File: config.mk
export PLATFORM = sky130hd
export DESIGN_NAME = sort_buffer
export DESIGN_NICKNAME = d
export VERILOG_FILES = /design/src/verilog/sort_pkg.sv /design/src/verilog/sort_buffer.sv /design/src/verilog/sort_idle_timer.sv /design/src/verilog/sort_key_compare.sv /design/src/verilog/sort_rank_store.sv
export SDC_FILE = /design/constraint.sdc
export NUM_CORES = 1
export LEC_CHECK = 0
export ABC_AREA = 1
export BUFFER_PORTS_ARGS = -buffer_cell sky130_fd_sc_hd__buf_2
export CAP_MARGIN = 20
export CORE_MARGIN = 3
export CORE_UTILIZATION = 30
export CTS_BUF_LIST = sky130_fd_sc_hd__clkbuf_16
export DETAILED_ROUTE_END_ITERATION = 12
export PLACE_DENSITY = 0.48
export SYNTH_ARGS = -nofsm -noshare
export SYNTH_HDL_FRONTEND = slang
export SYNTH_SLANG_ARGS = --single-unit
File: constraint.sdc
create_clock -name clk -period 6.4 [get_ports clk]
set_clock_uncertainty 0.15 [all_clocks]
set_input_delay 0.32 -clock clk [delete_from_list [all_inputs] [get_ports clk]]
set_output_delay 0.32 -clock clk [all_outputs]
set_load 0.01 [all_outputs]
File: src/verilog/sort_pkg.sv
package sort_pkg;

	////////////////////////////////////////
	// sizing

	localparam int word_w     = 40;   // full record
	localparam int key_w      = 20;   // sort key, bits 21..2
	localparam int depth      = 5;    // number of ranks
	localparam int count_w    = 3;    // holds 0..depth
	localparam int idle_limit = 16;   // idle ready cycles before drain
	localparam int idle_w     = 5;    // holds 0..idle_limit

	////////////////////////////////////////
	// record layout

	// msb first, must add up to word_w
	typedef struct packed {
		logic [3:0]       src;    // source nibble, carried through
		logic [13:0]      spare;
		logic [key_w-1:0] key;
		logic [1:0]       tag;
	} sort_fields_t;

	// raw view for storage and output, field view for the compare
	typedef union packed {
		logic [word_w-1:0] raw;
		sort_fields_t      f;
	} sort_word_t;

endpackage

File: src/verilog/sort_buffer.sv
`timescale 1ns/1ps

module sort_buffer (
	input  logic                 clk,
	input  logic                 rst_n,
	input  sort_pkg::sort_word_t data_in,
	input  logic                 valid_in,
	input  logic                 ready,
	output sort_pkg::sort_word_t data_out,
	output logic                 valid_out,
	output logic                 full
);

	sort_pkg::sort_word_t [sort_pkg::depth-1:0] ranks;
	logic [sort_pkg::depth-1:0]                 less_mask;
	logic                                       idle_expired;

	////////////////////////////////////////
	// compare stage, zero latency

	sort_key_compare sort_key_compare_inst (
		.data_in   (data_in),
		.ranks     (ranks),
		.less_mask (less_mask)
	);

	sort_idle_timer sort_idle_timer_inst (
		.clk          (clk),
		.rst_n        (rst_n),
		.valid_in     (valid_in),
		.ready        (ready),
		.idle_expired (idle_expired)
	);

	////////////////////////////////////////
	// storage stage, registered output

	sort_rank_store sort_rank_store_inst (
		.clk          (clk),
		.rst_n        (rst_n),
		.data_in      (data_in),
		.valid_in     (valid_in),
		.ready        (ready),
		.less_mask    (less_mask),
		.idle_expired (idle_expired),
		.ranks        (ranks),        // fed back to the compare stage
		.data_out     (data_out),
		.valid_out    (valid_out),
		.full         (full)
	);

endmodule

File: src/verilog/sort_idle_timer.sv
`timescale 1ns/1ps

module sort_idle_timer (
	input  logic clk,
	input  logic rst_n,
	input  logic valid_in,
	input  logic ready,
	output logic idle_expired
);

	logic [sort_pkg::idle_w-1:0] idle_cnt;
	logic                        at_limit;

	assign at_limit = (int'(idle_cnt) == sort_pkg::idle_limit);

	always_ff @(posedge clk or negedge rst_n) begin
		if (!rst_n) begin
			idle_cnt <= '0;
		end else if (ready) begin
			if (valid_in) begin
				idle_cnt <= '0;                 // any record restarts the wait
			end else if (!at_limit) begin
				idle_cnt <= idle_cnt + 1'b1;
			end
		end
	end

	// stays high once saturated, so the store keeps draining
	assign idle_expired = at_limit;

endmodule

File: src/verilog/sort_key_compare.sv
`timescale 1ns/1ps

module sort_key_compare (
	input  sort_pkg::sort_word_t                       data_in,
	input  sort_pkg::sort_word_t [sort_pkg::depth-1:0] ranks,
	output logic [sort_pkg::depth-1:0]                 less_mask
);

	logic [sort_pkg::key_w-1:0] in_key;

	assign in_key = data_in.f.key;

	////////////////////////////////////////
	// one comparator per rank, all in parallel

	// strict compare, so a record with an equal key lands behind the
	// stored one and equal keys leave in arrival order
	genvar i;
	generate
		for (i = 0; i < sort_pkg::depth; i = i + 1) begin : g_cmp
			logic [sort_pkg::key_w-1:0] rank_key;

			assign rank_key     = ranks[i].f.key;
			assign less_mask[i] = (in_key < rank_key);   // stale ranks masked in store
		end
	endgenerate

endmodule

File: src/verilog/sort_rank_store.sv
`timescale 1ns/1ps

module sort_rank_store (
	input  logic                                       clk,
	input  logic                                       rst_n,
	input  sort_pkg::sort_word_t                       data_in,
	input  logic                                       valid_in,
	input  logic                                       ready,
	input  logic [sort_pkg::depth-1:0]                 less_mask,
	input  logic                                       idle_expired,
	output sort_pkg::sort_word_t [sort_pkg::depth-1:0] ranks,
	output sort_pkg::sort_word_t                       data_out,
	output logic                                       valid_out,
	output logic                                       full
);

	logic [sort_pkg::count_w-1:0]               count;
	logic [sort_pkg::count_w-1:0]               count_next;
	logic [sort_pkg::depth-1:0]                 valid_mask;
	logic [sort_pkg::depth-1:0]                 hit_mask;
	int                                         ins_pos;
	sort_pkg::sort_word_t [sort_pkg::depth-1:0] rank_next;
	sort_pkg::sort_word_t                       out_next;
	logic                                       vout_next;

	assign full = (int'(count) == sort_pkg::depth);

	////////////////////////////////////////
	// insert position

	always_comb begin
		for (int i = 0; i < sort_pkg::depth; i++) begin
			valid_mask[i] = (i < int'(count));
		end
	end

	assign hit_mask = less_mask & valid_mask;

	// first occupied rank with a larger key, else just past the last entry
	always_comb begin
		logic found;

		ins_pos = int'(count);
		found   = 1'b0;
		for (int i = 0; i < sort_pkg::depth; i++) begin
			if (hit_mask[i] && !found) begin
				ins_pos = i;
				found   = 1'b1;
			end
		end
	end

	////////////////////////////////////////
	// next ranks, count and output

	always_comb begin
		rank_next    = ranks;
		count_next   = count;
		out_next.raw = '0;
		vout_next    = 1'b0;

		if (valid_in && !full) begin
			// open a slot at ins_pos, lower ranks move down one
			for (int j = 1; j < sort_pkg::depth; j++) begin
				if (j > ins_pos) begin
					rank_next[j] = ranks[j-1];
				end
			end
			rank_next[ins_pos] = data_in;
			count_next         = count + 1'b1;
		end else if (valid_in) begin
			vout_next = 1'b1;
			if (less_mask[0]) begin
				out_next.raw = data_in.raw;        // smallest of six, passes straight through
			end else begin
				out_next.raw = ranks[0].raw;       // head leaves, newcomer sorts into the rest
				for (int j = 0; j < sort_pkg::depth - 1; j++) begin
					if (j + 1 < ins_pos) begin
						rank_next[j] = ranks[j+1];
					end
				end
				rank_next[ins_pos-1] = data_in;
			end
		end else if (idle_expired && count != '0) begin
			vout_next    = 1'b1;
			out_next.raw = ranks[0].raw;
			for (int j = 0; j < sort_pkg::depth - 1; j++) begin
				rank_next[j] = ranks[j+1];
			end
			count_next = count - 1'b1;
		end
	end

	////////////////////////////////////////
	// registers, all frozen while ready is low

	always_ff @(posedge clk or negedge rst_n) begin
		if (!rst_n) begin
			count     <= '0;
			valid_out <= 1'b0;
			data_out  <= '0;
		end else if (ready) begin
			count     <= count_next;
			valid_out <= vout_next;
			data_out  <= out_next;
		end
	end

	always_ff @(posedge clk) begin
		if (ready) begin
			ranks <= rank_next;   // entries past count are don't care
		end
	end

endmodule
# ---- Word level (Yosys, flattened, before mapping)
# Index checks and enable logic that the tools add are counted.
dict set report op_classes {
  eq_ne 6
  addsub 4
  reduce_logical 21
  bitwise 1
  order_cmp 22
  mux 56
}
# op count
set op_table {}
lappend op_table {{$mux 40} 31}
lappend op_table {{$bwmux 200} 2}
lappend op_table {{$mux 200} 2}
lappend op_table {{$mux 160} 2}
lappend op_table {{$demux 40 s3} 2}
lappend op_table {{$mux 32} 4}
lappend op_table {{$lt 20x20->1} 5}
lappend op_table {{$ge 32x1->1 const B} 2}
lappend op_table {{$gt 3x32->1 const A} 2}
lappend op_table {{$lt 3x32->1 const A} 2}
lappend op_table {{$lt 32x5->1 const B} 2}
lappend op_table {{$gt 2x32->1 const A} 1}
lappend op_table {{$gt 4x32->1 const A} 1}
lappend op_table {{$lt 2x32->1 const A} 1}
lappend op_table {{$lt 4x32->1 const A} 1}
lappend op_table {{$sub 32x2->32 const B} 1}
lappend op_table {{$mux 3} 4}
lappend op_table {{$mux 5} 2}
lappend op_table {{$reduce_and 3->1} 3}
lappend op_table {{$logic_and 1x1->1} 8}
lappend op_table {{$mux 1} 7}
lappend op_table {{$lt 1x3->1 const A} 2}
lappend op_table {{$lt 2x3->1 const A} 2}
lappend op_table {{$reduce_bool 3->1} 2}
lappend op_table {{other kinds (13)} 19}
dict set report word_totals {
  reg_bits 249
  out_inout_bits 42
}

# ---- Longest topological paths before layout
# Gate-level depths: netlist of the first run.
dict set report logic_depth {
  ltp_word 24
  depth_mapped 29
  mapped_depth_nobuf 26
}

# ---- Hierarchy
# From an unflattened synthesis of the first run, not the netlist that was laid out.
dict set report unflattened {
  hier_cells 2988
  hier_area_um2 20051.7
}
# mod instances area_each_um2 cells_each
set by_module_without_submodules {}
lappend by_module_without_submodules {sort_rank_store 1 17040.1 2479}
lappend by_module_without_submodules {sort_key_compare 1 2683.8 466}
lappend by_module_without_submodules {sort_idle_timer 1 327.8 43}

# ---- Worst setup path before layout of the first run
# OpenSTA, ideal clock, no wires.
dict set report synth_timing {
  kind {reg2reg}
  start {reg sort_rank_store_inst.ranks[101] (netlist name)}
  end {reg sort_rank_store_inst.ranks[100] (netlist name) (enable)}
  n_path_buf 3
  path_slack_ps 668
  synth_period_minus_slack_ps 5732
  t_arrival_ps 5144
  path_stages_with_launch 27
  path_cell_list {edfxtp_1 inv_1 ha_1 nand2_1 nor2_1 nand3_1 nor2_1 nand2_1 nand3_2 nand2_1 nand2_1 nand2_1 nand2_4 nand2_8 buf_4 buf_4 ha_1 ha_1 inv_1 ha_1 nand2_1 nor2_1 nand3_2 buf_1 nand3_1 o21ai_1 nor2_1}
}
# item line
set synth_lines {}
lappend synth_lines {{end signal: assignment} sort_rank_store.sv:111} ;# ranks <= rank_next;
lappend synth_lines {{end: declaration} sort_rank_store.sv:11} ;# output sort_pkg::sort_word_t [sort_pkg::depth-1:0] ranks,

==> results of run 1 <==
-- worst max-delay path, cell delays in order, from the launching register on --
cell and delay (ns):
sky130_fd_sc_hd__edfxtp_1 0.34, sky130_fd_sc_hd__inv_1 0.10, sky130_fd_sc_hd__ha_1 0.30, sky130_fd_sc_hd__nand2_1 0.12
sky130_fd_sc_hd__nor2_1 0.28, sky130_fd_sc_hd__a21boi_1 0.26, sky130_fd_sc_hd__nor2_1 0.10, sky130_fd_sc_hd__nand3_1 0.17
sky130_fd_sc_hd__nand2_1 0.09, sky130_fd_sc_hd__a21oi_1 0.22, sky130_fd_sc_hd__nand2_4 0.13, sky130_fd_sc_hd__nand2_8 0.35
sky130_fd_sc_hd__ha_1 0.25, sky130_fd_sc_hd__ha_1 0.16, sky130_fd_sc_hd__inv_1 0.05, sky130_fd_sc_hd__ha_1 0.18
sky130_fd_sc_hd__nand2_1 0.11, sky130_fd_sc_hd__nor2_4 0.06, sky130_fd_sc_hd__buf_4 0.19, sky130_fd_sc_hd__nand2_2 0.09
sky130_fd_sc_hd__buf_4 0.58, sky130_fd_sc_hd__o21ai_0 0.19, sky130_fd_sc_hd__nand2_1 0.11, sky130_fd_sc_hd__nand3_1 0.12
-- cell families (layout without fill, tap and decap cells) --
| logic type | count (synthesis) | in the layout | share of synthesized area |
|---|---|---|---|
| buffers and inverters | 575 | 609 | 0.1147 |
| AOI/OAI and AO/OA | 340 | 340 | 0.09924 |
| other | 0 | 1 | 0 |
| adders and majority gates | 106 | 106 | 0.06612 |
| DFF | 249 | 249 | 0.3605 |
| and+or+nand+nor | 1716 | 1716 | 0.3581 |
| xor gates and xnor gates | 3 | 3 | 0.001310 |
-- flip-flops by register name, indices dropped and copies added, names as in the netlist --
signal,flops
sort_rank_store_inst.valid_out,1
sort_rank_store_inst.data_out,40
sort_idle_timer_inst.idle_cnt,5
sort_rank_store_inst.ranks,200
sort_rank_store_inst.count,3
-- final cells by class --
| cell class | instances | share of cell area |
|---|---|---|
| multi-input combinational | 2165 | 0.4743 |
| sequential | 249 | 0.3216 |
| inverter | 392 | 0.06566 |
| tap | 864 | 0.04807 |
| timing repair buffer | 156 | 0.04540 |
| clock buffer | 35 | 0.03895 |
| clock inverter | 26 | 0.005842 |
| antenna | 1 | 0.0001113 |
-- cell usage after synthesis, drive strengths merged --
cell	number
nand2	1019
inv	387
nand3	374
nor2	249
edfxtp	200
a21oi	107
ha	106
clkbuf	97
o21ai	88
buf	86
a31oi	54
dfrtp	49
o211ai	42
nor3	32
nand4	24
o22ai	19
nand3b	16
a22oi	15
o221ai	6
clkinv	5
a21o	4
xor2	3
a21boi	1
a32o	1
and3	1
nor3b	1
o2111ai	1
o31a	1
o31ai	1
-- power breakdown --
part | internal [mW] | switching, mW
Sequential | 2.40 | 0.274
Clock | 1.02 | 0.807
Combinational | 1.51 | 4.95
-- routing by layer --
layer	global-route usage	wire [um]
met5	0	21
met4	0.1101	4254
met3	0.05476	8907
met2	0.4046	40190
met1	0.3490	39410
-- through the flow --
step	setup slack, ns	power (mW)	hold slack (ns)	cells
after global routing	1.104	11.56	0.04331	3887
after floorplan	0.6684	6.436	-0.1256	2989
final	1.367	10.97	0.02863	3888
after CTS	1.485	10.85	0.0007798	3887
after global placement	1.458	8.915	0.3105	3816
after detailed placement	1.433	8.987	0.3111	3816
-- how the worst max path moves through the flow --
stage | endpoint | slack, ns
floorplan | sort_rank_store_inst.ranks[100]$_DFFE_PP_ | 0.67
global placement | sort_rank_store_inst.ranks[130]$_DFFE_PP_ | 1.46
detailed placement | sort_rank_store_inst.ranks[130]$_DFFE_PP_ | 1.43
CTS | sort_rank_store_inst.ranks[130]$_DFFE_PP_ | 1.49
global route | sort_rank_store_inst.ranks[107]$_DFFE_PP_ | 1.10
finish | sort_rank_store_inst.ranks[130]$_DFFE_PP_ | 1.37
==> out/results.txt, run 1 <==
Once detail routing completed, the nets flagged for antenna violations numbered 0. The number of gates resized after CTS was 0. After synthesis, the cell types taking the most area are sky130_fd_sc_hd__edfxtp_1 (30%), sky130_fd_sc_hd__nand2_1 (19%), sky130_fd_sc_hd__nand3_1 (9.3%), sky130_fd_sc_hd__inv_1 (7.1%), sky130_fd_sc_hd__ha_1 (6.6%). The layout has 7019 filler cells. Summing every instance area after synthesis gives 20060 um^2. Yosys printed 0 warnings. Wire length of the first global-routing pass: 135800 um. The pin count of the biggest net entering global routing is 159, and the initial antenna violation count is 5. Clock tree synthesis inserted a total of 34 buffers. The congestion estimate from routability-driven global placement came to 0.9238. The number of setup buffers added after CTS is 0. TritonCTS built the clock tree. The proportion of synthesized chip area in sequential cells is 0.3605.

For this run, the top clock speed supported by timing is 198.7 MHz. The HPWL reported at the end of detailed placement came out at 56020 um. The length in cells of the worst reg-to-reg path was 23. The synthesized design contains 249 register bits. The run gives 94 as the placement row count. The synthesized instance count is 2989.

The worst hold path terminates at sort_rank_store_inst.ranks[186]$_DFFE_PP_. The run gives 249 as the clock sink count. The number of H-tree branching levels came out at 2. In this run the worst setup path begins at sort_rank_store_inst.ranks[141]$_DFFE_PP_.

The logs give 0 for the number of pins with negative max-slew slack in the final report and 3139 for the post-synthesis net count. The hold violation total from the final report is 0, and the final net count is 3148. After clock tree synthesis, the clock-pin slew on the worst setup and hold paths is 0.06 ns. The fraction of final layout cells sized beyond drive strength 1 was 0.07774.

The startpoint identified for the worst register-to-register timing path is sort_rank_store_inst.ranks[141]$_DFFE_PP_. No sink is reached through more buffers than the 3 on the longest clock path. The tools report the type of origin of the critical path as a flip-flop. For this block, the initial DRC count from the detailed router was 1947. The setup path with the least slack is of type reg2reg. The die covers 70000 um^2. The number of different library cells in the post-synthesis netlist came out at 42. Summing all non-filler instances in the final layout gives an area of 22490 um^2.

The die is 264.6 um tall. In this run the power density over the cells is 487.7 nW/um^2. The logs give 0.3040 for the initial core utilization and 1.37 ns for the internal reg-to-reg setup slack. In the layout the commonest cells are sky130_fd_sc_hd__nand2_1 (1006), sky130_fd_sc_hd__inv_1 (390), sky130_fd_sc_hd__nand3_1 (369), sky130_fd_sc_hd__nor2_1 (234), sky130_fd_sc_hd__edfxtp_1 (200).

The post-synthesis to final-layout area growth is 12.10%. The area taken by flip-flops and latches is 7232 um^2, and the count of final setup violators is 0. The class of the tightest hold or removal check is in2reg.

Leaving out fill and tap cells, the most frequent cell in the layout is sky130_fd_sc_hd__nand2_1. The top-level I/O count was 86; the share of the cycle needed by the critical path after routing was 0.7864. Setup repair after global routing left no endpoint under its margin.

Instance count along the most critical hold path: 3. The post-synthesis average cell area came out at 6.711 um^2. The core region is 65980 um^2. The via count of the first global-routing pass is 20280, and the maximum ir drop on the vdd rail is 719.0 uV. The placed instances occupy a cell area of 21380 um^2. The cell sitting at the root of the clock tree is a sky130_fd_sc_hd__clkbuf_16. For this run, the detailed router's first-pass iteration total came to 6. The worst hold path begins at data_in[26]. The max capacitance violation total came out at 0. The total via count after detailed routing was 21060.

The actual transition at the worst max-transition pin was 1.032 ns. The top-area cell type share of the netlist area is 0.2994. Data on the critical path is required at its endpoint by 6.51 ns. The post-detailed-route via-to-cell ratio is 5.417, and the clock latency at the later pin of the worst-skew pair is 0.56 ns.

DRC violation count after routing: 0. The terminus of the critical flop-to-flop path is sort_rank_store_inst.ranks[130]$_DFFE_PP_. During placement, the flow inserted port buffers numbering 85. After detailed routing, the total wire length is 92780 um. The tools report the static leakage as 10.85 nW. After detailed routing, the average wire length per cell comes to 23.86 um. The fraction of the core area covered by cells at the end of the flow came out at 0.3408. Of all cell types, the one taking the most synthesized area is sky130_fd_sc_hd__edfxtp_1. The run finished with clean final reports. The tools report the multi-input logic area as 10670 um^2. For the worst setup path, the data arrival time is 5.14 ns. The final critical path time including I/O delays and setup is 5.033 ns.

The type of element capturing the critical path was a flip-flop. The total overflow left after global routing is 0. The run gives 0 ns as the setup TNS.

Along the worst path, the maximum fanout reaches 40. The overall global routing resource usage was 0.2594. Worst relative slew slack: 0.3123. The width of the die came out at 264.6 um. The run gives 10 as the total of hold buffers inserted after clock tree synthesis.
(Power assumes the default switching activity.)
==> inputs of run 2 (changes only) <==
- clock period: 6.4 -> 5.2 ns (I/O delays scaled with it)
==> run 2 against run 1 <==
Hold slack got worse by 0.013 ns. Setup slack worse by 0.86 ns. Combinational power up 23%. Maximum frequency grew 7.2%. Sequential share of layout area fell by 0.70 points. Final area is 2.2% higher. Clock power increased by 43%. Sequential power grew 23%. Non-clock buffer count up 32. Total power is 26% higher. Count of clock-buffer cells in the layout rose by 1. Register-to-register slack lost 0.86 ns. Highest routed layer unchanged.
==> out/results.txt, run 2 (synthesis gave the netlist of run 1 again) <==
The hold violation total from the final report is 0. The run gives 0.3126 as the worst relative slew slack. The initial antenna violation count is 2.

The clock latency at the later pin of the worst-skew pair was 0.56 ns. The register with the most flip-flops in the layout has 200 of them. The tools report the total iterations of the first detailed-routing run as 6.

Entering global routing, the biggest net connects 159 pins. The fraction of the core area covered by cells at the end of the flow is 0.3483, and the number of H-tree branching levels is 2. The static leakage is 11.09 nW.

The run gives 249 as the clock sink count. The library cells used most frequently in the layout, excluding fill and tap cells, are sky130_fd_sc_hd__nand2_1 (1006), sky130_fd_sc_hd__inv_1 (387), sky130_fd_sc_hd__nand3_1 (369), sky130_fd_sc_hd__nor2_1 (234), sky130_fd_sc_hd__edfxtp_1 (200). The run gives 0 as the number of setup buffers added after CTS. In this design, the stage delay of the slowest critical-path cell is 0.39 ns. At the pin with the least slew margin, the transition time is 1.031 ns.

Buffers inserted during clock tree synthesis total 35. The logs give 0 for the overflow left after global routing and 3 for the clock tree buffer depth. The first global-routing pass estimated 134700 um of wire. In the final layout, the registers with the most flip-flops are sort_rank_store_inst.ranks x200, sort_rank_store_inst.data_out x40, sort_idle_timer_inst.idle_cnt x5. Wires add up to 91010 um. Buffers placed on the I/O ports in this run total 85.

TritonCTS built the clock tree. Summed over all nets, the half-perimeter wirelength after detailed placement is 56540 um. The tool flagged a number of max-cap violations equal to 0. The most used cell along the critical path is sky130_fd_sc_hd__nand2_1. The tools report the DRC violation count after routing as 0. The floorplan has 94 rows. The worst setup path is launched from a flip-flop. After detailed routing, the average wire length per cell comes to 23.20 um. Once layout is done, the placed cells without fillers occupy 22980 um^2. Including well taps, the total number of placed cells is 3836.

The logs give 5.28 ns for the endpoint required time on the critical path and 0.3040 for the initial core utilization. The final non-filler cell total was 3922. Setup slack closes at 0.5066 ns.

Commonest non-fill, non-tap cell in the layout: sky130_fd_sc_hd__nand2_1. Setup repair after global routing left no endpoint under its margin. The run gives 0.2552 as the overall global routing resource usage. The fraction of final layout cells sized beyond drive strength 1 is 0.08633. For the finished layout, the period the worst path requires is 4.693 ns.

The share of the cycle needed by the critical path after routing was 0.9026. During I/O placement, the number of pins put on the boundary was 86. The filler cells instantiated in the layout total 7074. The worst hold path passes through 3 cells. The slowest stage of the critical path belongs to the cell sky130_fd_sc_hd__edfxtp_1. Dividing the detail-routed via count by the number of cells gives 5.411.

In this run the horizontal extent of the chip is 264.6 um. Register bank with the most flops: sort_rank_store_inst.ranks. The antenna violation net count after detailed routing came out at 0. Traced cell by cell, the critical path runs through inv_1, ha_1, nand2_1, nor2_1, nand2_1, nor2_1, nand2_1, nand3_1, nand2_1, a21oi_1, nand2_4, nand2_8, ha_1, inv_1, ha_2, nand2_1, nor2_4, nand3_4, nand3_1, o21ai_1, nor2_4, buf_12.

The logs give 0 for the antenna diode count and 2336 for the first-iteration detailed-routing DRC count. The peak fanout along the critical path is 32. The tools report the total power of the final layout as 13.86 mW. Via count of the first global-routing pass: 20290. Critical setup path kind: reg2reg. The congestion estimate from routability-driven global placement came to 0.9372. The cell chosen for the clock root is sky130_fd_sc_hd__clkbuf_16. The run gives 213.1 MHz as the achievable clock frequency. Across all hold checks on the routed design, the worst slack comes to 0.01599 ns. The number of cells on the worst reg-to-reg path is 22.

The setup TNS is 0 ns. The run gives 70000 um^2 as the floorplan die area. The tools report the maximum ir drop on the vdd rail as 670.6 uV. The number of pins with negative max-slew slack in the final report is 0. The flow ran to the end, and the final reports show no timing, DRC or antenna violations. OpenSTA, run right after detailed placement, puts the worst setup slack at 0.5968 ns. The path class of the tightest hold or removal check is in2reg. Data on the critical path arrives at its endpoint at 4.78 ns. STA classifies the critical path endpoint as a flip-flop. The overall die height came out at 264.6 um. Power density relative to cell area: 603.3 nW/um^2. Core box area: 65980 um^2. Summing over every cut layer, the via total after detailed routing is 21220. The post-synthesis to final-layout area growth is 14.58%, and the number of resized instances in the post-cts repair step is 0. After clock tree synthesis, the clock-pin slew on the worst setup and hold paths is 0.06 ns. For this run, the post-layout net count is 3181. The placed instances occupy a cell area of 21550 um^2. For the count of final setup violators, the log shows 0.
-- run 2: timing repair --
action                                 4_1_cts  5_1_grt
setup endpoints to repair                    0        0
endpoints found under the hold margin       66        0
hold buffers                                22        0
-- run 2: critical path: cells and delay by family (launching register included) --
| family | cells | cell delay, ns |
|---|---|---|
| AOI/OAI and AO/OA | 2 | 0.35 |
| adders and majority gates | 3 | 0.88 |
| buffers and inverters | 3 | 0.41 |
| DFF | 1 | 0.39 |
| and+or+nand+nor | 14 | 2.17 |
-- run 2: per-layer routing --
layer,vias to the layer above,wire [um],GRT usage,share of wire
met5,-,13,0,0.00014
met2,1087,39460,0.3939,0.43
met3,157,8114,0.04594,0.089
met1,10140,40610,0.3614,0.45
li1,9837,-,-,-
met4,2,2807,0.08316,0.031
-- run 2: power breakdown --
part | internal (mW) | switching, mW | total (mW)
clock network | 1.60 | 1.02 | 2.62
logic | 1.93 | 6.03 | 7.96
registers | 2.95 | 0.336 | 3.29
-- run 2: area by class of cell --
class | instances | area [um^2] | area share
clock buffers | 36 | 900.9 | 0.03920
multi-input cells | 2165 | 10670 | 0.4641
flip-flops and latches | 249 | 7232 | 0.3147
well taps | 864 | 1081 | 0.04704
repair buffers | 188 | 1316 | 0.05727
clock inverters | 28 | 310.3 | 0.01350
inverters | 392 | 1476 | 0.06424
-- run 2: path summary, 6_finish.rpt --
| kind | from | endpoint | slack, ns |
|---|---|---|---|
| worst max-delay path | sort_rank_store_inst.ranks[133]$_DFFE_PP_ | sort_rank_store_inst.ranks[81]$_DFFE_PP_ | 0.51 |
| worst min-delay path | data_in[34] | sort_rank_store_inst.ranks[34]$_DFFE_PP_ | 0.02 |
| worst max register to register | sort_rank_store_inst.ranks[133]$_DFFE_PP_ | sort_rank_store_inst.ranks[81]$_DFFE_PP_ | 0.51 |
| worst min register to register | sort_rank_store_inst.data_out[13]$_DFFE_PN0P_ | sort_rank_store_inst.data_out[13]$_DFFE_PN0P_ | 0.32 |
| max in group asynchronous | rst_n | sort_rank_store_inst.data_out[38]$_DFFE_PN0P_ | 3.78 |
| min in group asynchronous | rst_n | sort_rank_store_inst.data_out[8]$_DFFE_PN0P_ | 0.13 |
